**config.mk**
```make
export PLATFORM = sky130hd
export DESIGN_NAME = tcp_tx_info
export DESIGN_NICKNAME = d
export VERILOG_FILES = /design/src/tcp_tx_pkg.sv /design/src/tcp_tx_info.sv
export VERILOG_INCLUDE_DIRS = /design/src /design/src/src
export SDC_FILE = /design/constraint.sdc
export NUM_CORES = 2
export LEC_CHECK = 0
export ABC_CLOCK_PERIOD_IN_PS = 5350
export BUFFER_PORTS_ARGS = -buffer_cell sky130_fd_sc_hd__buf_2
export CAP_MARGIN = 20
export CORE_MARGIN = 4
export CORE_UTILIZATION = 46
export DETAILED_ROUTE_END_ITERATION = 16
export REMOVE_ABC_BUFFERS = 1
export SYNTH_ARGS = -nofsm -noshare
export SYNTH_HDL_FRONTEND = slang
export SYNTH_SLANG_ARGS = --single-unit
```
**constraint.sdc**
```tcl
create_clock -name clk -period 5.35 [get_ports clk]
set_input_delay 1.605 -clock clk [delete_from_list [all_inputs] [get_ports clk]]
set_output_delay 1.605 -clock clk [all_outputs]
set_load 0.1 [all_outputs]
```
**src/tcp_tx_params.svh**
```systemverilog
`ifndef TCP_TX_PARAMS_SVH
`define TCP_TX_PARAMS_SVH

// log2 of the payload ring buffer size in bytes
`define TCP_TX_RAM_DEPTH 10

// log2 of the number of segments that can be in flight
`define TCP_TX_PKT_DEPTH 3

// idle cycles before a non-empty open segment is closed
`define TCP_TX_WAIT_TICKS 20

`endif

```
**src/tcp_tx_pkg.sv**
```systemverilog
package tcp_tx_pkg;

  typedef logic [31:0] tcp_num_t;   // sequence or ack number
  typedef logic [15:0] tcp_len_t;   // segment length in bytes
  typedef logic [1:0]  cfg_addr_t;

  // one entry of the in-flight table
  typedef struct packed {
    logic        present;  // entry valid
    logic        sent;     // transmitted at least once
    tcp_num_t    start;    // seq of first byte
    tcp_len_t    length;
    logic [7:0]  tries;    // transmissions so far
    logic [31:0] timer;    // ticks left before retransmit
  } tcp_pkt_t;

  // configuration register map
  localparam cfg_addr_t reg_mss   = 2'd0;
  localparam cfg_addr_t reg_rto   = 2'd1;
  localparam cfg_addr_t reg_tries = 2'd2;

  localparam tcp_len_t    mss_reset   = 16'd64;
  localparam logic [31:0] rto_reset   = 32'd2000;
  localparam logic [7:0]  tries_reset = 8'd5;

endpackage

```
**src/tcp_tx_info.sv**
```systemverilog
`timescale 1ns/1ns
`include "tcp_tx_params.svh"

module tcp_tx_info (
  input  logic                         clk,
  input  logic                         arst_n,
  input  logic                         init,
  input  tcp_tx_pkg::tcp_pkt_t         new_pkt,
  input  logic                         add,
  input  logic [`TCP_TX_PKT_DEPTH-1:0] ptr,
  input  tcp_tx_pkg::tcp_pkt_t         pkt_w,
  input  logic                         upd,
  output tcp_tx_pkg::tcp_pkt_t         pkt_r,
  output logic [`TCP_TX_PKT_DEPTH:0]   free_cnt,
  output logic                         full
);
  import tcp_tx_pkg::*;

  localparam int dw = `TCP_TX_PKT_DEPTH;
  localparam int n  = 2 ** dw;

  tcp_pkt_t      tbl [n];
  logic [dw-1:0] free_idx;
  logic          free_hit;

  // walk down so the lowest free slot wins
  always_comb begin
    free_idx = '0;
    free_hit = 1'b0;
    free_cnt = '0;
    for (int i = n - 1; i >= 0; i--) begin
      if (!tbl[i].present) begin
        free_idx = dw'(i);
        free_hit = 1'b1;
        free_cnt = free_cnt + 1'b1;
      end
    end
  end

  assign full  = !free_hit;
  assign pkt_r = tbl[ptr];

  always_ff @(posedge clk or negedge arst_n) begin
    if (!arst_n) begin
      for (int i = 0; i < n; i++) tbl[i] <= '0;
    end else if (init) begin
      for (int i = 0; i < n; i++) tbl[i] <= '0;
    end else begin
      if (upd) begin
        tbl[ptr] <= pkt_w;
      end
      if (add && free_hit) begin
        tbl[free_idx] <= new_pkt; // scanner never touches a free slot
      end
    end
  end

endmodule

```
-- After elaboration in Yosys (flattened, before gate mapping)
Cells that the tools add are included.
- bits in registers: 720
- $add $sub $neg: 7
- $lt $le $gt $ge: 4
- muxes and demuxes: 37
- bitwise logic cells: 2
- reduce and logical (&&, ||, !) cells: 4
- operators by type and width (operator ; count):
    two-way mux 720 bit ; 4
    bitwise mux 720 bit ; 2
    demux 90 bit (select 3 bit) ; 2
    two-way mux 90 bit ; 4
    binary-select mux 90 bit (select 3 bit) ; 1
    adder 4 x 1 -> 4 bit (second input constant) ; 7
    two-way mux 4 bit ; 7
    two-way mux 3 bit ; 8
    two-way mux 1 bit ; 9
    greater-or-equal comparator 4 bit (second input constant) ; 2
    < comparator 4 x 1 -> 1 bit (second input constant) ; 2
    inverter 3 -> 4 bit ; 2
    logical AND 1 bit ; 3
    zero test 1 bit ; 1

-- Logic depth before layout (Yosys ltp)
- depth after elaboration: 16
- mapped depth: 18
- mapped depth without buffers: 18

-- Least setup slack after synthesis
Ideal clock, no wire load.
- kind: register to output
- start point: register tbl[89] (netlist bit)
- end point: output port free_cnt[3]
- arrival time: 4.460 ns
- data required time: 3.745 ns
- slack: -0.715 ns
- stages on the path, launching flop included: 18
- cells stage by stage: dfrtp_1 > inv_1 > ha_1 > buf_4 > xnor2_2 > ha_1 > nand2b_1 > o211ai_1 > o311ai_0 > a21oi_1 > a211oi_1 > ha_1 > nand2b_1 > xnor2_1 > xnor2_1 > xnor2_1 > a41oi_1 > xor2_1
- cells in the longest elaborated chain, start to end: 15
- ends and longest elaborated chain (item ; RTL line ; text):
    start, declared ; tcp_tx_info.sv:22 ; tcp_pkt_t tbl [n];
    start signal, assigned by index ; tcp_tx_info.sv:50 ; tbl[ptr] <= pkt_w;
    start signal, assigned by index ; tcp_tx_info.sv:53 ; tbl[free_idx] <= new_pkt;
    two-way mux 1 bit * ; tcp_tx_info.sv:32 ; if (!tbl[i].present) begin
    adder 4 x 1 -> 4 bit ; tcp_tx_info.sv:35 ; free_cnt = free_cnt + 1'b1;
    two-way mux 4 bit * ; tcp_tx_info.sv:32 ;
    adder 4 x 1 -> 4 bit ; tcp_tx_info.sv:35 ;
    two-way mux 4 bit * ; tcp_tx_info.sv:32 ;
    adder 4 x 1 -> 4 bit ; tcp_tx_info.sv:35 ;
    two-way mux 4 bit * ; tcp_tx_info.sv:32 ;
    adder 4 x 1 -> 4 bit ; tcp_tx_info.sv:35 ;
    two-way mux 4 bit * ; tcp_tx_info.sv:32 ;
    adder 4 x 1 -> 4 bit ; tcp_tx_info.sv:35 ;
    two-way mux 4 bit * ; tcp_tx_info.sv:32 ;
    adder 4 x 1 -> 4 bit ; tcp_tx_info.sv:35 ;
    two-way mux 4 bit * ; tcp_tx_info.sv:32 ;
    adder 4 x 1 -> 4 bit ; tcp_tx_info.sv:35 ;
    two-way mux 4 bit * ; tcp_tx_info.sv:32 ;
    end, declared ; tcp_tx_info.sv:14 ; output logic [`TCP_TX_PKT_DEPTH:0] free_cnt,
Mark *: on every way between the ends. The rest lies on a longest branch, timed or not.

-- Final worst setup path
- start point: register tbl[179] (netlist bit)
- end point: output port free_cnt[3]
- cells in the longest elaborated chain, start to end: 13
- ends and longest elaborated chain (item ; RTL line):
    two-way mux 4 bit * ; tcp_tx_info.sv:32
    adder 4 x 1 -> 4 bit ; tcp_tx_info.sv:35
    two-way mux 4 bit * ; tcp_tx_info.sv:32
    adder 4 x 1 -> 4 bit ; tcp_tx_info.sv:35
    two-way mux 4 bit * ; tcp_tx_info.sv:32
    adder 4 x 1 -> 4 bit ; tcp_tx_info.sv:35
    two-way mux 4 bit * ; tcp_tx_info.sv:32
    adder 4 x 1 -> 4 bit ; tcp_tx_info.sv:35
    two-way mux 4 bit * ; tcp_tx_info.sv:32
    adder 4 x 1 -> 4 bit ; tcp_tx_info.sv:35
    two-way mux 4 bit * ; tcp_tx_info.sv:32
    adder 4 x 1 -> 4 bit ; tcp_tx_info.sv:35
    two-way mux 4 bit * ; tcp_tx_info.sv:32
Marked as above.

==> flow_summary.ini <==
[outcome]
status = finished, violations left
violations = setup timing

[layout]
fin_nets = 3967
areaGrowthSynthToFinish_pct = 12.7
largest-register = tbl
largest_reg_flops = 720
fillers = 7887
reg_top3 = tbl (720)
finish.utilization = 0.523
final_layout_size_suffix_gt1_frac = 0.236

[routing]
vias = 31351
drt_iter0_drc = 2732
avgRoutedWirePerCell_um = 25.7
wirelength_um = 130000
drcViolationCount = 0
vias_per_cell = 6.22
dr.pass1.iters = 5
ant_nets = 0

[logic_synthesis]
synth_area_um2 = 41800
synth_cells = 3822
synth_edf_count = 0
ys_ff_latch = 720
synth_ff_type = dfrtp_1
synth_seq_area_share = 0.431
synth.distinct_cells = 50
postSynth.asyncResetShare = 1.00
syn_area_per_cell_um2 = 10.9
ys_warn_count = 0

[sta]
fmax_mhz = 179
rsz0062_at_grt = true
fin_crit_ns = 5.59
setup-violations-final = 3
holdWs_ns = 0.616
hold_viol = 0
relSlewSlack = 0.308
finalCritPeriodShare = 1.05
max_slew.worst_pin.slew_ns = 1.04
final_max_slew_viol_count = 0
fin_ws_ns = -0.245
skew_ns = 0.0221
fin_setup_tns_ns = -0.665

[hold_path]
hp-start = tbl[617]
hp-class = flop to flop

[floorplanning]
die_w_um = 310
ios = 283
die_height_um = 310
core_area_um2 = 90100
row_count = 110
start_util = 0.464
die-area_um2 = 95800

[job]
maxCapViolCount = 0

[worst_setup_path]
r2r_start = tbl[89]
crit_top_cell = ha_4
crit_type = flop to output pin
worst-path-max-fanout = 5
critPathSlowestCell = dfrtp_1
slowest_delay_ns = 0.43
crit_chain = inv_2 -> ha_4 -> xnor2_4 -> ha_4 -> nand2b_4 -> o211ai_1 -> o311ai_2 -> a21oi_1 -> a211oi_2 -> ha_2 -> inv_1 -> or3_1 -> a211oi_1 -> a41oi_2 -> xor2_2 -> clkbuf_16
startpoint = tbl[179]
start_kind = flop
worstPathArrival_ns = 3.99
cp-end-kind = output pin
reg2reg_slack_ns = 2.12
required_ns = 3.74

[global_routing]
antenna_found_initial = 35
grt_pass1_wl_um = 200000
overflow = 0
grt_max_degree = 181
grt_pass1_vias = 31925
grt_usage = 0.269

[clock_tree]
h-tree-depth = 3
clkTransAtPathRegs_ns = 0.06
clk_latency_ns = 0.64
numCtsBuffers = 83
cts_tree = done
cts_buffer_depth = 3
cts_root_buf = clkbuf_16
cts.sinks = 720

[power_and_ir_drop]
vdd_drop_max_v = 0.000214
p_per_area_nw_per_um2 = 292
leakage_uw = 0.0217

[placed_design]
place_hpwl_um = 71600
gp_congestion = 0.793
portBuffers = 282
pre_cts_slack_ns = 0.0804
==> logic make-up (layout without fill, tap and decap cells) <==
kind of cell,Yosys count,after routing,share of synthesized area
flops,720,720,0.431
other cells,0,26,0
xor+xnor,16,16,0.00389
mux,992,992,0.294
simple gates,777,777,0.0725
fa+ha+maj,10,10,0.00299
compound gates,744,744,0.138
buf+inv,563,579,0.0580
==> metal layers <==
metal,track usage,wire (um),up-vias
met5,0,124,-
met4,0.0795,2910,18
met3,0.0427,7670,192
met2,0.422,60800,1013
met1,0.387,58200,16122
li1,-,-,14006
==> through the flow <==
step | power, uW | instances | area (um2)
2_1_floorplan | 7020 | 3267 | 39400
3_3_place_gp | 7870 | 4853 | 44000
3_5_place_dp | 7880 | 4853 | 44000
4_1_cts | 13900 | 5014 | 47100
5_1_grt | 14300 | 5029 | 47100
6_report | 13800 | 5040 | 47200
==> report_power, final <==
| group | internal [uW] | switching, uW |
|---|---|---|
| sequential | 5640 | 110 |
| combinational | 725 | 1370 |
| clock | 3490 | 2440 |
| total | 9850 | 3930 |
==> path summary, 6_finish.rpt <==
path | depth (start not counted) | endpoint
worst max-delay path | 16 | free_cnt[3]
worst min-delay path | 2 | tbl[617]
worst max register to register | 10 | tbl[233]
worst min register to register | 2 | tbl[617]
max in group asynchronous | 2 | tbl[402]
min in group asynchronous | 1 | tbl[304]
==> area by class of cell <==
class                      instances  area [um2]  share of cell area
multi-input combinational       2539       21600               0.459
sequential                       720       18000               0.382
timing repair buffer             417        3120              0.0662
clock buffer                     117        2410              0.0511
tap                             1176        1470              0.0312
clock inverter                    37         417             0.00884
antenna                           26        65.1             0.00138
inverter                           8        30.0            0.000637
==> cell usage after synthesis (2+ instances only) <==
cell,instances,area (um2)
buf_1,45,169
inv_1,7,26.3
dfrtp_1,720,18000
buf_4,3,22.5
xor2_1,3,26.3
nor3_1,4,20.0
a211oi_2,40,500
a41oi_1,2,17.5
buf_2,131,656
nand2b_1,8,50.1
buf_6,10,113
o21ai_0,4,20.0
clkbuf_2,50,250
mux2i_1,720,7210
xnor2_1,11,96.3
or3_1,2,12.5
ha_1,10,125
nand4b_1,3,26.3
mux4_2,180,4050
a21oi_1,5,25.0
nor2b_1,4,25.0
clkbuf_1,316,1190
a211oi_1,680,5100
nand3b_1,2,15.0
nand2_1,13,48.8
nor3b_1,2,15.0
nand3_1,3,15.0
nand4_1,2,12.5
o211ai_1,3,22.5
nor2_1,728,2730
mux2_2,92,1040
==> repair_timing <==
| action | 4_1_cts | 5_1_grt |
|---|---|---|
| hold buffers | 0 | 0 |
| setup buffers | 7 | 0 |
| gates resized for setup | 26 | 6 |
| pin swaps | 16 | 6 |
| endpoints found under the setup margin | 3 | 3 |
==> worst max-delay path: cells and delay by family, from the launching register on <==
family	cells	cell delay, ns
compound gates	6	0.92
simple gates	2	0.40
xor+xnor	2	0.33
flops	1	0.43
buf+inv	3	0.39
fa+ha+maj	3	0.86
==> cells in the final DEF, fill, tap and decap left out, types with 3 or more instances in the layout <==
| cell | n |
|---|---|
| a211oi_1 | 679 |
| a211oi_2 | 41 |
| a21oi_1 | 4 |
| buf_12 | 50 |
| buf_2 | 274 |
| buf_4 | 87 |
| buf_8 | 4 |
| bufinv_16 | 7 |
| clkbuf_1 | 16 |
| clkbuf_16 | 86 |
| clkbuf_8 | 16 |
| clkinv_2 | 20 |
| clkinv_8 | 3 |
| clkinvlp_4 | 3 |
| dfrtp_1 | 719 |
| diode_2 | 26 |
| ha_1 | 5 |
| ha_4 | 4 |
| inv_1 | 5 |
| inv_2 | 3 |
| inv_6 | 4 |
| mux2_2 | 92 |
| mux2i_1 | 719 |
| mux4_2 | 180 |
| nand2_1 | 9 |
| nand2_4 | 3 |
| nand2b_1 | 6 |
| nand3_1 | 3 |
| nand4b_1 | 3 |
| nor2_1 | 726 |
| nor2b_1 | 4 |
| o211ai_1 | 3 |
| o21ai_0 | 3 |
| xnor2_1 | 10 |
Note: power is estimated with default switching activity, not from simulation.
