===== src/tcp_tx_params.svh =====
`ifndef TCP_TX_PARAMS_SVH
`define TCP_TX_PARAMS_SVH

// log2 of the payload ring buffer size in bytes
`define TCP_TX_RAM_DEPTH 10

// log2 of the number of segments that can be in flight
`define TCP_TX_PKT_DEPTH 3

// idle cycles before a non-empty open segment is closed
`define TCP_TX_WAIT_TICKS 20

`endif


===== src/tcp_tx_pkg.sv =====
package tcp_tx_pkg;

  typedef logic [31:0] tcp_num_t;   // sequence or ack number
  typedef logic [15:0] tcp_len_t;   // segment length in bytes
  typedef logic [1:0]  cfg_addr_t;

  // one entry of the in-flight table
  typedef struct packed {
    logic        present;  // entry valid
    logic        sent;     // transmitted at least once
    tcp_num_t    start;    // seq of first byte
    tcp_len_t    length;
    logic [7:0]  tries;    // transmissions so far
    logic [31:0] timer;    // ticks left before retransmit
  } tcp_pkt_t;

  // configuration register map
  localparam cfg_addr_t reg_mss   = 2'd0;
  localparam cfg_addr_t reg_rto   = 2'd1;
  localparam cfg_addr_t reg_tries = 2'd2;

  localparam tcp_len_t    mss_reset   = 16'd64;
  localparam logic [31:0] rto_reset   = 32'd2000;
  localparam logic [7:0]  tries_reset = 8'd5;

endpackage


===== src/tcp_tx_scan.sv =====
`timescale 1ns/1ns
`include "tcp_tx_params.svh"

module tcp_tx_scan (
  input  logic                         clk,
  input  logic                         arst_n,
  input  logic                         init,
  input  tcp_tx_pkg::tcp_num_t         rem_ack,
  input  logic                         ack_val,
  input  logic [31:0]                  rto,
  input  logic [7:0]                   max_tries,
  input  logic                         done,
  output logic [`TCP_TX_PKT_DEPTH-1:0] ptr,
  output tcp_tx_pkg::tcp_pkt_t         pkt_w,
  output logic                         upd,
  input  tcp_tx_pkg::tcp_pkt_t         pkt_r,
  output logic                         pend,
  output tcp_tx_pkg::tcp_num_t         pend_seq,
  output tcp_tx_pkg::tcp_len_t         pend_len,
  output tcp_tx_pkg::tcp_num_t         last_ack,
  output logic                         force_dcn
);
  import tcp_tx_pkg::*;

  localparam int n = 2 ** `TCP_TX_PKT_DEPTH;

  logic     ack_seen;
  tcp_num_t ack_diff;
  tcp_num_t ack_step;
  logic     acked;
  logic     needs_tx;
  logic     give_up;
  logic     pick;

  assign ack_diff = last_ack - (pkt_r.start + tcp_num_t'(pkt_r.length));
  assign ack_step = rem_ack - last_ack;
  assign acked    = ack_seen && !ack_diff[31] && !pend; // pending entry stays until done
  assign needs_tx = pkt_r.present && !acked && !done &&
                    (!pkt_r.sent || pkt_r.timer == '0);
  assign give_up  = needs_tx && pkt_r.tries >= max_tries;
  assign pick     = needs_tx && !give_up && !pend;

  always_comb begin
    pkt_w = pkt_r;
    upd   = pkt_r.present;
    if (done) begin
      pkt_w.sent  = 1'b1;
      pkt_w.tries = pkt_r.tries + 1'b1;
      pkt_w.timer = rto;
    end else if (acked) begin
      pkt_w = '0;
    end else if (pkt_r.sent) begin
      // one visit per round, so a round's worth of ticks has passed
      pkt_w.timer = (pkt_r.timer > 32'(n)) ? pkt_r.timer - 32'(n) : '0;
    end
  end

  always_ff @(posedge clk or negedge arst_n) begin
    if (!arst_n) begin
      ptr       <= '0;
      pend      <= 1'b0;
      last_ack  <= '0;
      ack_seen  <= 1'b0;
      force_dcn <= 1'b0;
    end else if (init) begin
      ptr       <= '0;
      pend      <= 1'b0;
      last_ack  <= '0;
      ack_seen  <= 1'b0;
      force_dcn <= 1'b0;
    end else begin
      if (!pend && !pick) begin
        ptr <= ptr + 1'b1; // held on the pending entry until done
      end
      if (done) begin
        pend <= 1'b0;
      end else if (pick) begin
        pend <= 1'b1;
      end
      if (give_up) begin
        force_dcn <= 1'b1; // out of retries
      end
      if (ack_val && (!ack_seen || (!ack_step[31] && ack_step != '0))) begin
        last_ack <= rem_ack;
        ack_seen <= 1'b1;
      end
    end
  end

  always_ff @(posedge clk) begin
    if (pick) begin
      pend_seq <= pkt_r.start;
      pend_len <= pkt_r.length;
    end
  end

endmodule


===== config.mk =====
export PLATFORM = sky130hd
export DESIGN_NAME = tcp_tx_scan
export DESIGN_NICKNAME = d
export VERILOG_FILES = /design/src/tcp_tx_pkg.sv /design/src/tcp_tx_scan.sv
export VERILOG_INCLUDE_DIRS = /design/src /design/src/src
export SDC_FILE = /design/constraint.sdc
export NUM_CORES = 1
export LEC_CHECK = 0
export ABC_AREA = 1
export BUFFER_PORTS_ARGS = -buffer_cell sky130_fd_sc_hd__buf_2
export CAP_MARGIN = 25
export CORE_MARGIN = 2
export CORE_UTILIZATION = 35
export DETAILED_ROUTE_END_ITERATION = 8
export GPL_ROUTABILITY_DRIVEN = 0
export PLACE_DENSITY = 0.7
export SKIP_LAST_GASP = 1
export SYNTH_ARGS = -nofsm -noshare
export SYNTH_HDL_FRONTEND = slang
export SYNTH_SLANG_ARGS = --single-unit

===== constraint.sdc =====
create_clock -name clk -period 4.4 [get_ports clk]
set_input_delay 0.66 -clock clk [delete_from_list [all_inputs] [get_ports clk]]
set_output_delay 0.66 -clock clk [all_outputs]
set_load 0.02 [all_outputs]

Word level (Yosys, flattened, before mapping)
Index checks and enable logic that the tools add are counted.

Output and inout port bits: 176. Bits in registers: 86.

Reductions and logical operators: 28. Multiplexer cells: 19. Add/sub/neg operators: 6. Order comparisons: 2.

Operators with widths (number): 32-bit 2-to-1 mux (5); 32-bit subtractor (2); 58-bit 2-to-1 mux (1); 48-bit 2-to-1 mux (1); 40-bit 2-to-1 mux (1); 32-bit by 16-bit adder with 32-bit output (1); 32-bit by 4-bit greater-than comparator with 1-bit output, second input constant (1); 32-bit zero test (1); 32-bit nonzero test (1); 32-bit by 4-bit subtractor with 32-bit output, second input constant (1); 1-bit logical AND (11); 1-bit zero test (9); 1-bit 2-to-1 mux (9); 8-bit by 1-bit adder with 8-bit output, second input constant (1); 8-bit greater-or-equal comparator (1); 3-bit 2-to-1 mux (2); 2-bit nonzero test (3); 3-bit by 1-bit adder with 3-bit output, second input constant (1); 3-bit nonzero test (1); 1-bit logical OR (2).

Depth between registers and ports, before layout
Depth in word-level cells: 17. Mapped depth: 24. Depth with buffers taken out: 23.

Worst setup path before layout
Ideal clock, no wire load.

Path type: input -> register. Start point: input port pkt_r[49] in the netlist's numbering. End point: register pend_len[0], enable pin. Setup slack: -0.601 ns. Arrival: 4.547 ns. Stages: 14. Setup time: 0.454 ns. Path buffers: 0. Path through: fa_1 > inv_1 > ha_1 > nand2_1 > or2_2 > a21oi_1 > nor3_1 > o211ai_1 > nand2_1 > nand2_1 > nand2_1 > nand3_1 > nand3_1 > nor2_1.

Cells in the longest elaborated chain, start to end: 13.

RTL lines: start, declared (line tcp_tx_scan.sv:16) `input tcp_tx_pkg::tcp_pkt_t pkt_r,`; 32-bit by 16-bit adder with 32-bit output * (line tcp_tx_scan.sv:35) `assign ack_diff = last_ack - (pkt_r.start + tcp_num_t'(pkt_r.length));`; 32-bit subtractor * (line tcp_tx_scan.sv:35); 1-bit zero test * (line tcp_tx_scan.sv:37) `assign acked = ack_seen && !ack_diff[31] && !pend;`; 1-bit logical AND * (2 in series) (line tcp_tx_scan.sv:37); 1-bit zero test * (line tcp_tx_scan.sv:38) `assign needs_tx = pkt_r.present && !acked && !done &&`; 1-bit logical AND * (3 in series) (line tcp_tx_scan.sv:38); 1-bit logical AND (line tcp_tx_scan.sv:40) `assign give_up = needs_tx && pkt_r.tries >= max_tries;`; 1-bit zero test (line tcp_tx_scan.sv:41) `assign pick = needs_tx && !give_up && !pend;`; 1-bit logical AND * (2 in series) (line tcp_tx_scan.sv:41); net pick (line tcp_tx_scan.sv:33) `logic pick;`; end signal, assigned (line tcp_tx_scan.sv:93) `pend_len <= pkt_r.length;`; end, declared (line tcp_tx_scan.sv:19) `output tcp_tx_pkg::tcp_len_t pend_len,`.

Mark *: on every way through the listed nets, which the timed path passes. The rest lies on a longest branch. A chain may end at the register's enable or synchronous reset.

==> summary.txt <==
STA
  – Slew at the pin closest to its max-slew limit: 0.9704 ns
  – Final count of pins violating max slew: 0
  – Worst slew margin relative to its limit: 35.31%
  – Final count of negative-setup-slack endpoints: 0
  – Share of the cycle needed by the critical path after routing: 95.98%
  – Highest Clock Rate: 236.8 MHz
  – RSZ-0062 raised after global routing: no
  – Skew final: 0.01487 ns
  – Min cycle time layout: 4.223 ns
  – Setup TNS: 0 ns
  – Final Hold Fails: 0

Place
  – Port Buf Inserts: 342
  – Half-perimeter wire length after placement: 26830 um
  – Placed Area: 11250 um2

Detailed routing
  – First-pass detailed-route iteration total: 7
  – Vias per cell: 4.833
  – Number of DRC violations after detailed routing: 0
  – Wire length after detailed routing: 32240 um
  – Remaining number of nets flagged by the antenna check after routing: 0
  – Wire length per cell after detailed routing: 15.81 um
  – Violation count after the first detailed-routing iteration: 778
  – Total via count in the routed design: 9855

Setup path
  – Critical Path RT: 3.74 ns
  – Largest driver fanout on the critical path: 5
  – Startpoint type of the worst setup path: flop
  – Crit path kind: reg -> out
  – Worst r2r src: last_ack[9]
  – Cell depth of the worst flop-to-flop path: 17
  – Crit path capture type: primary output
  – Slack of the worst reg-to-reg path: 0.94 ns
  – CP arrival: 3.56 ns
  – Reg2reg end: pend_seq[5]

Clocking
  – Total clock sinks: 86
  – Clock buffer count from CTS: 9
  – CTS Buffer Depth: 2
  – CTS tree: built
  – Post-CTS Setup Bufs: 0
  – H-tree level count: 3
  – Clock transition at the register clock pins on the worst setup and hold paths after CTS: 0.08 ns
  – Root Buffer Master: sky130_fd_sc_hd__clkbuf_16
  – Clk Latency, worst-skew pair: 0.35 ns

Final layout
  – Layout area overhead: 26.15%
  – Total inserted antenna cells: 0
  – Layout net count: 1970
  – Post-route core utilization: 44.66%
  – Fraction of layout cells with a size suffix above 1: 25.06%
  – Final standard cell area without fillers: 11570 um2

Die
  – Row count: 59
  – Die extent in y: 165.9 um
  – Area inside the core boundary: 25910 um2
  – Die Span X: 165.9 um
  – Die footprint: 27520 um2
  – Initial standard-cell utilization of the core: 35.40%
  – Total I/O pin count: 343

GRT
  – Number of antenna violations at the first check in global routing: 0
  – Wire length of the first global-routing pass: 50470 um
  – Overall Global Routing Usage: 23.00%
  – Largest net degree at the start of global routing: 48
  – Overflow left after global routing: 0
  – Via count of the first global-routing pass: 9305

Yosys
  – Mapped cell area: 9173 um2
  – Part of the Yosys area used for sequential elements: 26.08%
  – Flop and latch count out of synthesis: 86
  – Dominant synthesized flop cell: sky130_fd_sc_hd__edfxtp_1
  – Number of unique standard cell types used by synthesis: 46
  – Post-Synthesis Net Count: 1638
  – Yosys Warn Count: 0
  – Syn Inst Count: 1367
  – Mean post-synth cell area: 6.710 um2
  – Asr flop ratio synth: 44.19%
  – Post-synth EDFFs: 48

Pwr
  – Maximum vdd ir drop: 0.0002236 V
  – Areal power density over the cells: 263.4 nW/um2
  – Leakage: 6.609 nW

Outcome
  – Result of the run: complete, no violations

Flow run
  – Count of max-cap constraint violations: 0

Hold path
  – Type of the tightest min-delay check: in -> async
==> synthesized netlist by cell type, types with 2 or more instances <==
cell type | number | area share [%]
sky130_fd_sc_hd__nand3b_1 | 2 | 0.16
sky130_fd_sc_hd__nand2_1 | 376 | 15
sky130_fd_sc_hd__nand4_1 | 50 | 3.4
sky130_fd_sc_hd__xor2_1 | 27 | 2.6
sky130_fd_sc_hd__buf_2 | 12 | 0.65
sky130_fd_sc_hd__nand3_2 | 22 | 2.4
sky130_fd_sc_hd__inv_1 | 286 | 12
sky130_fd_sc_hd__dfrtp_1 | 38 | 10
sky130_fd_sc_hd__o211ai_1 | 2 | 0.16
sky130_fd_sc_hd__buf_12 | 2 | 0.44
sky130_fd_sc_hd__o21a_1 | 4 | 0.33
sky130_fd_sc_hd__buf_1 | 4 | 0.16
sky130_fd_sc_hd__or2_2 | 2 | 0.14
sky130_fd_sc_hd__edfxtp_1 | 48 | 16
sky130_fd_sc_hd__clkbuf_1 | 11 | 0.45
sky130_fd_sc_hd__ha_1 | 89 | 12
sky130_fd_sc_hd__nor3_2 | 2 | 0.22
sky130_fd_sc_hd__or3b_2 | 2 | 0.19
sky130_fd_sc_hd__fa_1 | 15 | 3.3
sky130_fd_sc_hd__nand3_1 | 69 | 3.8
sky130_fd_sc_hd__nor2_2 | 9 | 0.61
sky130_fd_sc_hd__nor3_1 | 9 | 0.49
sky130_fd_sc_hd__o21ai_0 | 32 | 1.7
sky130_fd_sc_hd__o2111a_1 | 2 | 0.25
sky130_fd_sc_hd__nor2_1 | 152 | 6.2
sky130_fd_sc_hd__inv_2 | 7 | 0.29
sky130_fd_sc_hd__nor4_1 | 4 | 0.27
sky130_fd_sc_hd__a22o_1 | 2 | 0.19
sky130_fd_sc_hd__nor3b_1 | 2 | 0.16
sky130_fd_sc_hd__and2_1 | 4 | 0.27
sky130_fd_sc_hd__o21bai_1 | 3 | 0.25
sky130_fd_sc_hd__xnor2_1 | 14 | 1.3
sky130_fd_sc_hd__a21oi_1 | 42 | 2.3
sky130_fd_sc_hd__nand2_2 | 10 | 0.68
==> what timing repair did <==
| item | CTS | global route |
|---|---|---|
| setup endpoints to repair | 0 | 2 |
| hold buffers | 0 | 0 |
| resized for setup | 0 | 2 |
==> placed cells by master (no fill, tap or decap), drive strengths merged, types with 15 or more instances in the layout <==
cell / Yosys / routed
nand2: 388 / 388
buf: 20 / 352
inv: 293 / 296
nor2: 162 / 162
nand3: 91 / 91
ha: 89 / 89
nand4: 50 / 50
edfxtp: 48 / 48
a21oi: 42 / 42
dfrtp: 38 / 38
o21ai: 33 / 33
xor2: 27 / 27
fa: 15 / 15
==> sequential cells by signal, indices dropped and copies added (netlist names) <==
| register | count |
|---|---|
| pend_len | 16 |
| force_dcn | 1 |
| pend_seq | 32 |
| last_ack | 32 |
| ptr | 3 |
| ack_seen | 1 |
| pend | 1 |
==> power breakdown <==
part	internal [mW]	switching, mW
clock	0.425	0.371
sequential	0.893	0.0356
combinational	0.459	0.864
==> worst max path at each step <==
stage	start	to	slack, ns	cells after the start
5_1_grt	last_ack[9]	pkt_w[2]	0.007	18
4_1_cts	last_ack[10]	pkt_w[80]	0.17	15
3_3_place_gp	pkt_r[60]	pkt_w[80]	0.30	17
3_5_place_dp	pkt_r[42]	pkt_w[80]	0.26	17
2_1_floorplan	pkt_r[49]	pend_len[0]	0.19	14
6_report	last_ack[9]	pkt_w[28]	0.18	16
==> metrics by stage <==
stage	setup slack, ns	total power, mW	cells	hold slack, ns
after floorplan	0.1890	1.801	1367	0.3644
after detailed placement	0.2618	2.257	2022	0.4897
after global placement	0.2952	2.232	2022	0.4760
after global routing	0.006979	3.270	2039	0.3246
final	0.1768	3.047	2039	0.2944
after CTS	0.1695	3.072	2038	0.4746
==> cell type report <==
class | count | area, um2
multi-input combinational | 957 | 5520
sequential | 86 | 2394
tap | 335 | 419.2
clock buffer | 11 | 254.0
fill | 2774 | 14340
timing repair buffer | 352 | 1844
clock inverter | 5 | 40.04
inverter | 293 | 1100
==> routing by layer <==
metal  global-route usage (%)  vias up  wire length, um
li1                         -     4948                -
met1                    31.58     4432            14740
met2                    36.06      424            14040
met3                    5.648       51             2644
met4                    6.427        0              809
met5                        0        -                0
==> cell families after synthesis <==
| group | count (synthesis) | synth area share, % |
|---|---|---|
| flops | 86 | 26.08 |
| simple gates | 720 | 35.10 |
| fa+ha+maj | 104 | 15.41 |
| xor+xnor | 41 | 3.915 |
| buf+inv | 324 | 13.90 |
| compound gates | 92 | 5.593 |
==> worst max-delay path, cell delays in order, from the launching register on <==
cell and delay, ns:
sky130_fd_sc_hd__dfrtp_1 0.39, sky130_fd_sc_hd__inv_1 0.15, sky130_fd_sc_hd__fa_1 0.51, sky130_fd_sc_hd__inv_1 0.04, sky130_fd_sc_hd__ha_1 0.27, sky130_fd_sc_hd__nand2_1 0.06
sky130_fd_sc_hd__or2_2 0.29, sky130_fd_sc_hd__a21oi_1 0.13, sky130_fd_sc_hd__nor3_1 0.06, sky130_fd_sc_hd__o211ai_1 0.13, sky130_fd_sc_hd__nand2_1 0.11, sky130_fd_sc_hd__nand2_1 0.07
sky130_fd_sc_hd__nand2_1 0.05, sky130_fd_sc_hd__nand3_1 0.08, sky130_fd_sc_hd__nand2_1 0.16, sky130_fd_sc_hd__o21ai_0 0.45, sky130_fd_sc_hd__buf_2 0.27
No activity file was read; power rests on OpenSTA's default activity.
