[config.mk]
export PLATFORM = sky130hd
export DESIGN_NAME = tcp_tx_add
export DESIGN_NICKNAME = d
export VERILOG_FILES = /design/src/tcp_tx_pkg.sv /design/src/tcp_tx_add.sv
export VERILOG_INCLUDE_DIRS = /design/src /design/src/src
export SDC_FILE = /design/constraint.sdc
export NUM_CORES = 1
export LEC_CHECK = 0
export BUFFER_PORTS_ARGS = -buffer_cell sky130_fd_sc_hd__buf_4
export CAP_MARGIN = 10
export CORE_MARGIN = 8
export CORE_UTILIZATION = 49
export CTS_BUF_LIST = sky130_fd_sc_hd__clkbuf_8 sky130_fd_sc_hd__clkbuf_16
export DETAILED_ROUTE_END_ITERATION = 12
export PLACE_DENSITY = 0.83
export SETUP_SLACK_MARGIN = 0.05
export SLEW_MARGIN = 0
export SYNTH_ARGS = -nofsm -noshare
export SYNTH_HDL_FRONTEND = slang
export SYNTH_SLANG_ARGS = --single-unit
[constraint.sdc]
create_clock -name clk -period 3.35 [get_ports clk]
set_input_delay 0.1675 -clock clk [delete_from_list [all_inputs] [get_ports clk]]
set_output_delay 0.1675 -clock clk [all_outputs]
set_load 0.02 [all_outputs]
[src/tcp_tx_params.svh]
`ifndef TCP_TX_PARAMS_SVH
`define TCP_TX_PARAMS_SVH

// log2 of the payload ring buffer size in bytes
`define TCP_TX_RAM_DEPTH 10

// log2 of the number of segments that can be in flight
`define TCP_TX_PKT_DEPTH 3

// idle cycles before a non-empty open segment is closed
`define TCP_TX_WAIT_TICKS 20

`endif

[src/tcp_tx_pkg.sv]
package tcp_tx_pkg;

  typedef logic [31:0] tcp_num_t;   // sequence or ack number
  typedef logic [15:0] tcp_len_t;   // segment length in bytes
  typedef logic [1:0]  cfg_addr_t;

  // one entry of the in-flight table
  typedef struct packed {
    logic        present;  // entry valid
    logic        sent;     // transmitted at least once
    tcp_num_t    start;    // seq of first byte
    tcp_len_t    length;
    logic [7:0]  tries;    // transmissions so far
    logic [31:0] timer;    // ticks left before retransmit
  } tcp_pkt_t;

  // configuration register map
  localparam cfg_addr_t reg_mss   = 2'd0;
  localparam cfg_addr_t reg_rto   = 2'd1;
  localparam cfg_addr_t reg_tries = 2'd2;

  localparam tcp_len_t    mss_reset   = 16'd64;
  localparam logic [31:0] rto_reset   = 32'd2000;
  localparam logic [7:0]  tries_reset = 8'd5;

endpackage

[src/tcp_tx_add.sv]
`timescale 1ns/1ns
`include "tcp_tx_params.svh"

module tcp_tx_add (
  input  logic                 clk,
  input  logic                 arst_n,
  input  logic                 init,
  input  tcp_tx_pkg::tcp_num_t isn,
  input  logic                 val,
  input  logic                 snd,
  input  tcp_tx_pkg::tcp_len_t mss,
  output tcp_tx_pkg::tcp_num_t loc_seq,
  output tcp_tx_pkg::tcp_pkt_t new_pkt,
  output logic                 add,
  output logic                 pend
);
  import tcp_tx_pkg::*;

  tcp_num_t    seg_start;
  tcp_len_t    seg_len;
  tcp_len_t    len_nxt;  // length including this cycle's byte
  logic [15:0] idle_cnt;
  logic        close_mss;
  logic        close_snd;
  logic        close_idle;

  assign len_nxt    = seg_len + tcp_len_t'(val);
  assign close_mss  = len_nxt != '0 && len_nxt >= mss;
  assign close_snd  = snd && len_nxt != '0;
  assign close_idle = seg_len != '0 && idle_cnt == 16'(`TCP_TX_WAIT_TICKS);
  assign add        = close_mss || close_snd || close_idle;
  assign pend       = seg_len != '0;

  always_comb begin
    new_pkt         = '0;
    new_pkt.present = 1'b1;
    new_pkt.start   = seg_start;
    new_pkt.length  = len_nxt; // closing byte goes with it
  end

  always_ff @(posedge clk or negedge arst_n) begin
    if (!arst_n) begin
      loc_seq   <= '0;
      seg_start <= '0;
      seg_len   <= '0;
      idle_cnt  <= '0;
    end else if (init) begin
      loc_seq   <= isn;
      seg_start <= isn;
      seg_len   <= '0;
      idle_cnt  <= '0;
    end else begin
      if (val) begin
        loc_seq <= loc_seq + 1'b1;
      end
      if (add) begin
        seg_start <= seg_start + tcp_num_t'(len_nxt);
        seg_len   <= '0;
      end else begin
        seg_len <= len_nxt;
      end
      if (add || val || seg_len == '0) begin
        idle_cnt <= '0;
      end else begin
        idle_cnt <= idle_cnt + 1'b1;
      end
    end
  end

endmodule

; Word level (Yosys, flattened, before mapping)
; Cells that the tools add are included.
[totals]
output_inout_bits = 124
wordCells = 30
input_bits = 53
regBits = 96
[classes]
muxes = 8
magnitude_cmp = 1
n_reduce_logical = 12
n_eq_ne = 1
addsub = 4
[ops]
columns = operator, n
row1 = 2-to-1 mux 32 bit, 4
row2 = 2-to-1 mux 16 bit, 4
row3 = "adder 32 x 1 -> 32 bit, second input constant", 1
row4 = adder 32 x 16 -> 32 bit, 1
row5 = nonzero test 16 bit, 2
row6 = adder 16 x 1 -> 16 bit, 1
row7 = "adder 16 x 1 -> 16 bit, second input constant", 1
row8 = "== test 16 x 5 -> 1 bit, second input constant", 1
row9 = >= comparator 16 bit, 1
row10 = zero test 16 bit, 1
row11 = logical OR 1 bit, 4
row12 = nonzero test 2 bit, 2
row13 = logical AND 1 bit, 3

; Depth between registers and ports, before layout
; Gate-level depths: netlist of the first run.
[logic_depth]
ltp_word = 9
mapped_depth = 16
mapped_depth_nobuf = 15

; Worst setup path before layout of the first run
; Ideal clock, no wire load.
[synth_timing]
path_type = register to register
startpoint = register seg_len[0]
endpoint = register idle_cnt[10]
setup_slack_ps = -452
stages_incl_launch_ff = 16
setup_ps = 68
t_required_ps = 3282
arrival_time_ps = 3734
period_less_slack_ps = 3802
n_path_buf = 2
path_cell_list = dfrtp_1 > ha_1 > ha_1 > nand4_1 > nor4_2 > nand3_1 > xnor2_1 > ha_1 > nor2b_1 > o21ai_0 > o211ai_1 > a211o_1 > or3_1 > buf_6 > buf_12 > nor2_4
[synth_lines]
columns = element, line
row1 = "start, declared", tcp_tx_add.sv:20  ; tcp_len_t seg_len;
row2 = "start signal, assigned", tcp_tx_add.sv:60  ; seg_len <= len_nxt;
row3 = "end signal, assigned", tcp_tx_add.sv:65  ; idle_cnt <= idle_cnt + 1'b1;
row4 = "end, declared", tcp_tx_add.sv:22  ; logic [15:0] idle_cnt;

; Worst setup path in the final report of the first run
[layout_timing]
startpoint = register seg_len[0]
endpoint = register seg_start[7]
[layout_via]
elab_chain_len = 6
word_cells_on_any_way = 13
classes_between = add/sub: 2 / order compare: 1 / mux: 2 / reduce/logical: 8
[layout_lines]
columns = element, line
row1 = "parallel branches: the longest is 6 deep, another holds adder 32 x 16 -> 32 bit", n/a
row2 = "end signal, assigned", tcp_tx_add.sv:49  ; seg_start <= isn;
row3 = "end signal, assigned", tcp_tx_add.sv:57  ; seg_start <= seg_start + tcp_num_t'(len_nxt);
row4 = "end, declared", tcp_tx_add.sv:19  ; tcp_num_t seg_start;
; Parallel ways; which one is timed is not known. The select of a mux whose other input is x is not followed.
; A chain may end at the register's enable or synchronous reset.

==> results of run 1 <==
-- through the flow --
stage / setup TNS, ps / cells / utilization
global placement: -2620 / 1093 / 0.622
finish: -11300 / 1131 / 0.699
floorplan: -753 / 787 / -
detailed placement: -6010 / 1093 / 0.622
global route: -17340 / 1131 / 0.699
CTS: -2060 / 1123 / 0.676
-- layout by cell type (no fill, tap or decap), types with 6 or more instances in the layout --
cell | netlist | routed
a211oi_2 | 0 | 6
mux2i_1 | 16 | 15
buf_4 | 43 | 204
o21ai_1 | 1 | 6
nand2_1 | 44 | 43
ha_4 | 0 | 9
and3_1 | 25 | 24
nor2b_1 | 13 | 12
ha_1 | 37 | 27
xor2_1 | 34 | 29
conb_1 | 2 | 42
xnor2_1 | 38 | 32
nor2_1 | 71 | 62
a21oi_1 | 48 | 45
clkbuf_16 | 0 | 9
inv_1 | 41 | 39
nor2_4 | 8 | 18
buf_6 | 1 | 9
dfrtp_1 | 96 | 95
nand4_1 | 21 | 21
o21ai_0 | 20 | 14
nand3_1 | 34 | 32
nor3_1 | 16 | 10
a21o_1 | 7 | 7
nand2b_1 | 9 | 9
-- worst reg2reg max path: stages (launching register included) --
cell and delay (ps):
dfrtp_1 390, ha_4 180, ha_4 130, nand4_1 160, buf_4 200, nor4_4 200
buf_4 180, nand3_4 90, xnor2_4 200, ha_4 230, nor2b_4 120, o21ai_1 170
o211ai_1 190, buf_4 190, a21oi_4 220, inv_4 70, buf_4 160, buf_12 140
mux2i_1 220, a21oi_1 130
-- worst max path at each step --
stage	end	slack, ps	from
6_report	seg_start[7]$_DFFE_PN0P_	-340	seg_len[0]$_DFF_PN0_
5_1_grt	seg_start[7]$_DFFE_PN0P_	-450	seg_len[0]$_DFF_PN0_
4_1_cts	add	-120	seg_len[0]$_DFF_PN0_
3_5_place_dp	seg_start[17]$_DFFE_PN0P_	-240	seg_len[0]$_DFF_PN0_
3_3_place_gp	seg_start[30]$_DFFE_PN0P_	-120	seg_len[0]$_DFF_PN0_
2_1_floorplan	idle_cnt[10]$_DFF_PN0_	-60	seg_len[0]$_DFF_PN0_
-- cell families (layout without fill, tap and decap cells) --
group,Yosys count,count (layout),synth area share
AND/OR/NAND/NOR,275,275,0.218
AO/OA/AOI/OAI,132,132,0.129
buffers and inverters,112,280,0.0917
flip-flops,96,96,0.362
XOR/XNOR,72,72,0.0949
adder cells (fa/ha/maj),38,38,0.0727
multiplexers,20,20,0.0309
other,2,42,0.00113
-- per-layer routing --
metal  share of wire  GRT usage  vias to the layer above
li1                -          -                     2939
met1            0.38      0.263                     3151
met2            0.50      0.406                      344
met3           0.081     0.0708                       80
met4           0.047      0.119                        0
met5               0          0                        -
-- where the power goes --
part           total [µW]  switching [µW]  leakage (µW)  internal, µW
Clock                1100             501      0.000153           597
Combinational        1010             564       0.00303           443
Sequential           1360             121       0.00118          1240
Total                3470            1190       0.00436          2280
-- registers in the layout (all words and copies together) (netlist names) --
register	cells
loc_seq	32
seg_start	32
idle_cnt	16
seg_len	16
-- cell type report --
class                      instances  area [µm²]  share of cell area
multi-input combinational        579        4350               0.470
clock buffer                       9         225              0.0243
inverter                          42         160              0.0173
timing repair buffer             222        1810               0.195
sequential                        96        2400               0.260
clock inverter                     7        85.1             0.00919
tap                              176         220              0.0238
-- repair_timing --
item,4_1_cts,5_1_grt
endpoints found under the setup margin,49,64
buffers inserted,11,9
pin swaps,32,26
gates cloned,2,0
resized for setup,53,49
hold buffers,1,0
hold endpoints to repair,45,0
==> impl_results.md, run 1 <==
- Worst-Margin Slew: 765 ps
- DRC Markers: 0
- CP Class: reg -> reg
- Post-synthesis sequential area ratio: 0.362
- Achievable Freq: between 200 and 300 MHz
- Worst EP required: 3570 ps
- Largest net degree at the start of global routing: 48
- Status: finished with violations
- Hold crit path type: in -> reg
- CP Capture Type: flop
- Core footprint: 0.0132 mm²
- Clock H-tree levels: 3
- Leak: 0.00436 µW
- Slowest CP cell: dfrtp_1
- Diode count: 0
- Die Span Y: 132 µm
- Max-cap violations: 0
- Place WS: -239 ps
- Netlist cell types: 62
- Crit Path Max Fanout: 6
- Failing checks: setup timing
- Hold Slack: 40.2 ps
- Post-route ant nets: 0
- FILL cells: 972
- Mapped Area: 0.00664 mm²
- Synthesized area per cell: 8.89 µm²
- Num rows: 42
- Worst skew pair latency: 360 ps
- TritonCTS buffer count: 9
- Hold EP: loc_seq[2]$_DFFE_PN0P_
- DRT iter0 DRCs: around 550
- Syn. warnings: 0
- GPL Wtd Cong: 0.880
- Share of flip-flops with an asynchronous set or reset: 1.00
- GR Util All Layers: 0.237
- Layout cells sized above 1: 0.352
- Number of global-route vias before repair: around 6600
- DRT Wirelength: ~23000 µm
- PD cells: 375 mW/mm²
- Crit path max-delay family: buffers and inverters
- Dpl cell area: 0.00823 mm²
- Maximum clock path buffer count: 2
- Area grow syn2layout: 39.3%
- R2R depth: 19
- Post-DP HPWL: between 15000 and 20000 µm
- First-pass GRT wire length: approximately 34000 µm
- WHS Path Cells: 3
- Clock Pin Slew Worst Setup and Hold Paths: 80 ps
- Final worst path period share: 1.10
- Grt ovf: 0
- Main synth FF type: dfrtp_1
- Number of enable flip-flop cells after synthesis: 0
- Top-count cell post-synth: dfrtp_1
- Via count: about 6500
- RSZ-0062 raised after global routing: yes
- R2R Path Start: seg_len[0]$_DFF_PN0_
- CP cell instances: ha_4, ha_4, nand4_1, buf_4, nor4_4, buf_4, nand3_4, xnor2_4, ha_4, nor2b_4, o21ai_1, o211ai_1, buf_4, a21oi_4, inv_4, buf_4, buf_12, mux2i_1, a21oi_1
- Type of origin of the critical path: flop
- Peak VDD IR: 215 µV
- Antenna violations before repair: 0
- Clock root buffer: clkbuf_16
- Area contributors post-synth: dfrtp_1, ha_1, xnor2_1
- Ports: 177
- Syn Inst Count: approximately 750
- Buffers & Inverters on Critical Path: 6
- Pwr Total: 3470 µW
- CTS tree: done
- CP dominant cell by count: buf_4
- Fin crit period: about 3700 ps
- Clock sink total: 96
- Synth top cells by count: dfrtp_1, nor2_1, a21oi_1, nand2_1, buf_4
- Final Worst Setup Slack: -345 ps
- Setup violators final: 49
- Port Buf Inserts: 134
- Yosys top cell area share: 0.362
- Initial core utilization: 0.502
- Worst path max stage delay: 390 ps
- Routed vias/inst: 5.76
- Final hold violations: 0
- Fin nets: ~1000
- Slew Limit Fails: 0
- Final Skew: around 12 ps
- Wire per inst: 20.2 µm
- Die area: 0.0175 mm²
- Final instance area: 0.00925 mm²
- Reg-to-Reg End: seg_start[7]$_DFFE_PN0P_
- Seq cells post-synth: 96
- Max transition margin: 0.489
- Hold path start: isn[2]
- Setup slack on the worst flop-to-flop path: -340 ps
- 1st-pass router iterations: 5
- Die W: 132 µm
- Critical path arrival: 3910 ps
- Yosys top cell by area: dfrtp_1
- CP Depth: 19
(Power assumes the default switching activity.)
==> run 2, diff against run 1 <==
--- a/config.mk
+++ b/config.mk
@@ -9,12 +9,13 @@
 export BUFFER_PORTS_ARGS = -buffer_cell sky130_fd_sc_hd__buf_4
 export CAP_MARGIN = 10
 export CORE_MARGIN = 8
-export CORE_UTILIZATION = 49
+export CORE_UTILIZATION = 54
 export CTS_BUF_LIST = sky130_fd_sc_hd__clkbuf_8 sky130_fd_sc_hd__clkbuf_16
 export DETAILED_ROUTE_END_ITERATION = 12
-export PLACE_DENSITY = 0.83
+export PLACE_DENSITY = 0.87
 export SETUP_SLACK_MARGIN = 0.05
 export SLEW_MARGIN = 0
 export SYNTH_ARGS = -nofsm -noshare
 export SYNTH_HDL_FRONTEND = slang
 export SYNTH_SLANG_ARGS = --single-unit
+export TNS_END_PERCENT = 1
==> constraint.sdc (replaced) <==
create_clock -name clk -period 3.6 [get_ports clk]
set_input_delay 0.18 -clock clk [delete_from_list [all_inputs] [get_ports clk]]
set_output_delay 0.18 -clock clk [all_outputs]
set_load 0.02 [all_outputs]
==> impl_results.md, run 2 (synthesis gave the netlist of run 1 again) <==
- Pwr Total: 3000 µW (was 3470 µW)
- Most frequent cells in the layout: buf_4, dfrtp_1, nor2_1, a21oi_1, nand2_1 (unchanged)
- Dpl cell area: 0.00786 mm² (was 0.00823 mm²)
- Clock sink total: 96 (unchanged)
- DRC Markers: 0 (unchanged)
- CP Capture Type: flop (unchanged)
- Final instance area: 0.00849 mm² (was 0.00925 mm²)
- CP Class: reg -> reg (unchanged)
- Setup violators final: 0 (was 49)
- Via count: 6060 (was 6514)
- Post-route ant nets: 0 (unchanged)
- Layout cells sized above 1: 0.282 (was 0.352)
- Wire per inst: 18.5 µm (was 20.2 µm)
- Largest net degree at the start of global routing: 50 (was 48)
- DRT iter0 DRCs: 485 (was 552)
- Grt ovf: 0 (unchanged)
- Post-DP HPWL: 14200 µm (was 15400 µm)
- Maximum clock path buffer count: 2 (unchanged)
- Max transition margin: 0.447 (was 0.489)
- Clock Pin Slew Worst Setup and Hold Paths: 70 ps (was 80 ps)
- Type of origin of the critical path: flop (unchanged)
- Worst EP required: 3880 ps (was 3570 ps)
- Initial core utilization: 0.553 (was 0.502)
- Routed vias/inst: 5.72 (was 5.76)
- Hold Slack: 75.8 ps (was 40.2 ps)
- Core footprint: 0.0120 mm² (was 0.0132 mm²)
- Ports: 177 (unchanged)
- Max-cap violations: 0 (unchanged)
- Area grow syn2layout: 27.8% (was 39.3%)
- DRT Wirelength: 19600 µm (was 22900 µm)
- Peak VDD IR: 232 µV (was 215 µV)
- Die Span Y: 127 µm (was 132 µm)
- Biggest regs: loc_seq: 32 flops, seg_start: 32 flops (unchanged)
- PD cells: 353 mW/mm² (was 375 mW/mm²)
- Fin crit period: 3530 ps (was 3690 ps)
- Die W: 127 µm (was 132 µm)
- Crit Path Max Fanout: 16 (was 6)
- Diode count: 0 (unchanged)
- Worst-Margin Slew: 829 ps (was 765 ps)
- Post-route insts no fill: 1059 (was 1131)
- Slew Limit Fails: 0 (unchanged)
- Final hold violations: 0 (unchanged)
- Final Skew: 8.50 ps (was 12.1 ps)
- Port Buf Inserts: 134 (unchanged)
- Achievable Freq: 283 MHz (was 271 MHz)
- Most common cell after layout, fill and taps aside: buf_4 (unchanged)
- Status: finished clean (was finished with violations)
- Die area: 0.0161 mm² (was 0.0175 mm²)
- GPL Wtd Cong: 0.903 (was 0.880)
- Setup Total Neg Slack: 0 ps (was -11300 ps)
- RSZ-0062 raised after global routing: yes (unchanged)
- Num rows: 40 (was 42)
- Placed Cells: 1031 (was 1093)
- Antenna violations before repair: 0 (unchanged)
- First-pass GRT wire length: 30800 µm (was 34000 µm)
- Fin nets: 999 (was 1041)
- 1st-pass router iterations: 5 (unchanged)
- Critical path arrival: 3810 ps (was 3910 ps)
- Worst skew pair latency: 350 ps (was 360 ps)
- TritonCTS buffer count: 9 (unchanged)
- Hold crit path type: in -> reg (unchanged)
- GR Util All Layers: 0.235 (was 0.237)
- Clock root buffer: clkbuf_16 (unchanged)
- Clock H-tree levels: 3 (unchanged)
- Number of global-route vias before repair: 6128 (was 6618)
- CTS tree: done (unchanged)
- Leak: 0.00407 µW (was 0.00436 µW)
- Final worst path period share: 0.980 (was 1.10)
-- run 2: cell type report --
cell class                      count  area [µm²]
Inverter                           42         160
Clock inverter                      5        35.0
Fill cell                         884        3520
Tap cell                          147         184
Multi-Input combinational cell    579        4060
Clock buffer                       10         239
Timing Repair Buffer              180        1410
Sequential cell                    96        2400
-- run 2: critical path: stages, from the launching register on --
cell and delay, ps:
dfrtp_1 390, ha_4 180, ha_4 140, nand4_1 90, buf_4 190, nor2_4 160
xor2_4 260, ha_1 290, nand4_1 110, nor3_2 60, a211oi_2 260, o211ai_1 200
buf_4 180, a211o_1 310, or3_4 350, buf_12 180, nor2_4 110
-- run 2: metrics by stage --
stage          utilization  setup WS, ps
2_1_floorplan            -         -29.6
3_3_place_gp         0.654          16.7
3_5_place_dp         0.654         -49.4
4_1_cts              0.686          43.9
5_1_grt              0.707          -106
6_report             0.707          71.6
-- run 2: worst paths after layout --
kind,to,slack [ps],cells past startpoint,startpoint
min in group asynchronous,loc_seq[20]$_DFFE_PN0P_,360,2,arst_n
hold / removal,seg_start[2]$_DFFE_PN0P_,80,3,isn[2]
max in group asynchronous,seg_start[13]$_DFFE_PN0P_,2420,3,arst_n
setup reg to reg,idle_cnt[7]$_DFF_PN0_,70,16,seg_len[0]$_DFF_PN0_
hold reg to reg,idle_cnt[0]$_DFF_PN0_,500,1,idle_cnt[0]$_DFF_PN0_
setup / recovery,idle_cnt[7]$_DFF_PN0_,70,16,seg_len[0]$_DFF_PN0_
-- run 2: report_power, final --
part           switching (µW)  internal (µW)
logic                     478            359
clock network             416            483
registers                 103           1160
-- run 2: repair_timing --
action	4_1_cts	5_1_grt
pin swaps	4	26
buffers inserted	5	7
endpoints found under the hold margin	38	0
resized for setup	12	36
setup endpoints to repair	38	49
gates cloned	0	0
hold buffers	1	0
-- run 2: metal layers --
layer,global-route usage,routed length [µm],share of wire
met1,0.280,7700,0.39
met2,0.390,9600,0.49
met3,0.0733,1780,0.091
met4,0.0903,509,0.026
met5,0,0,0
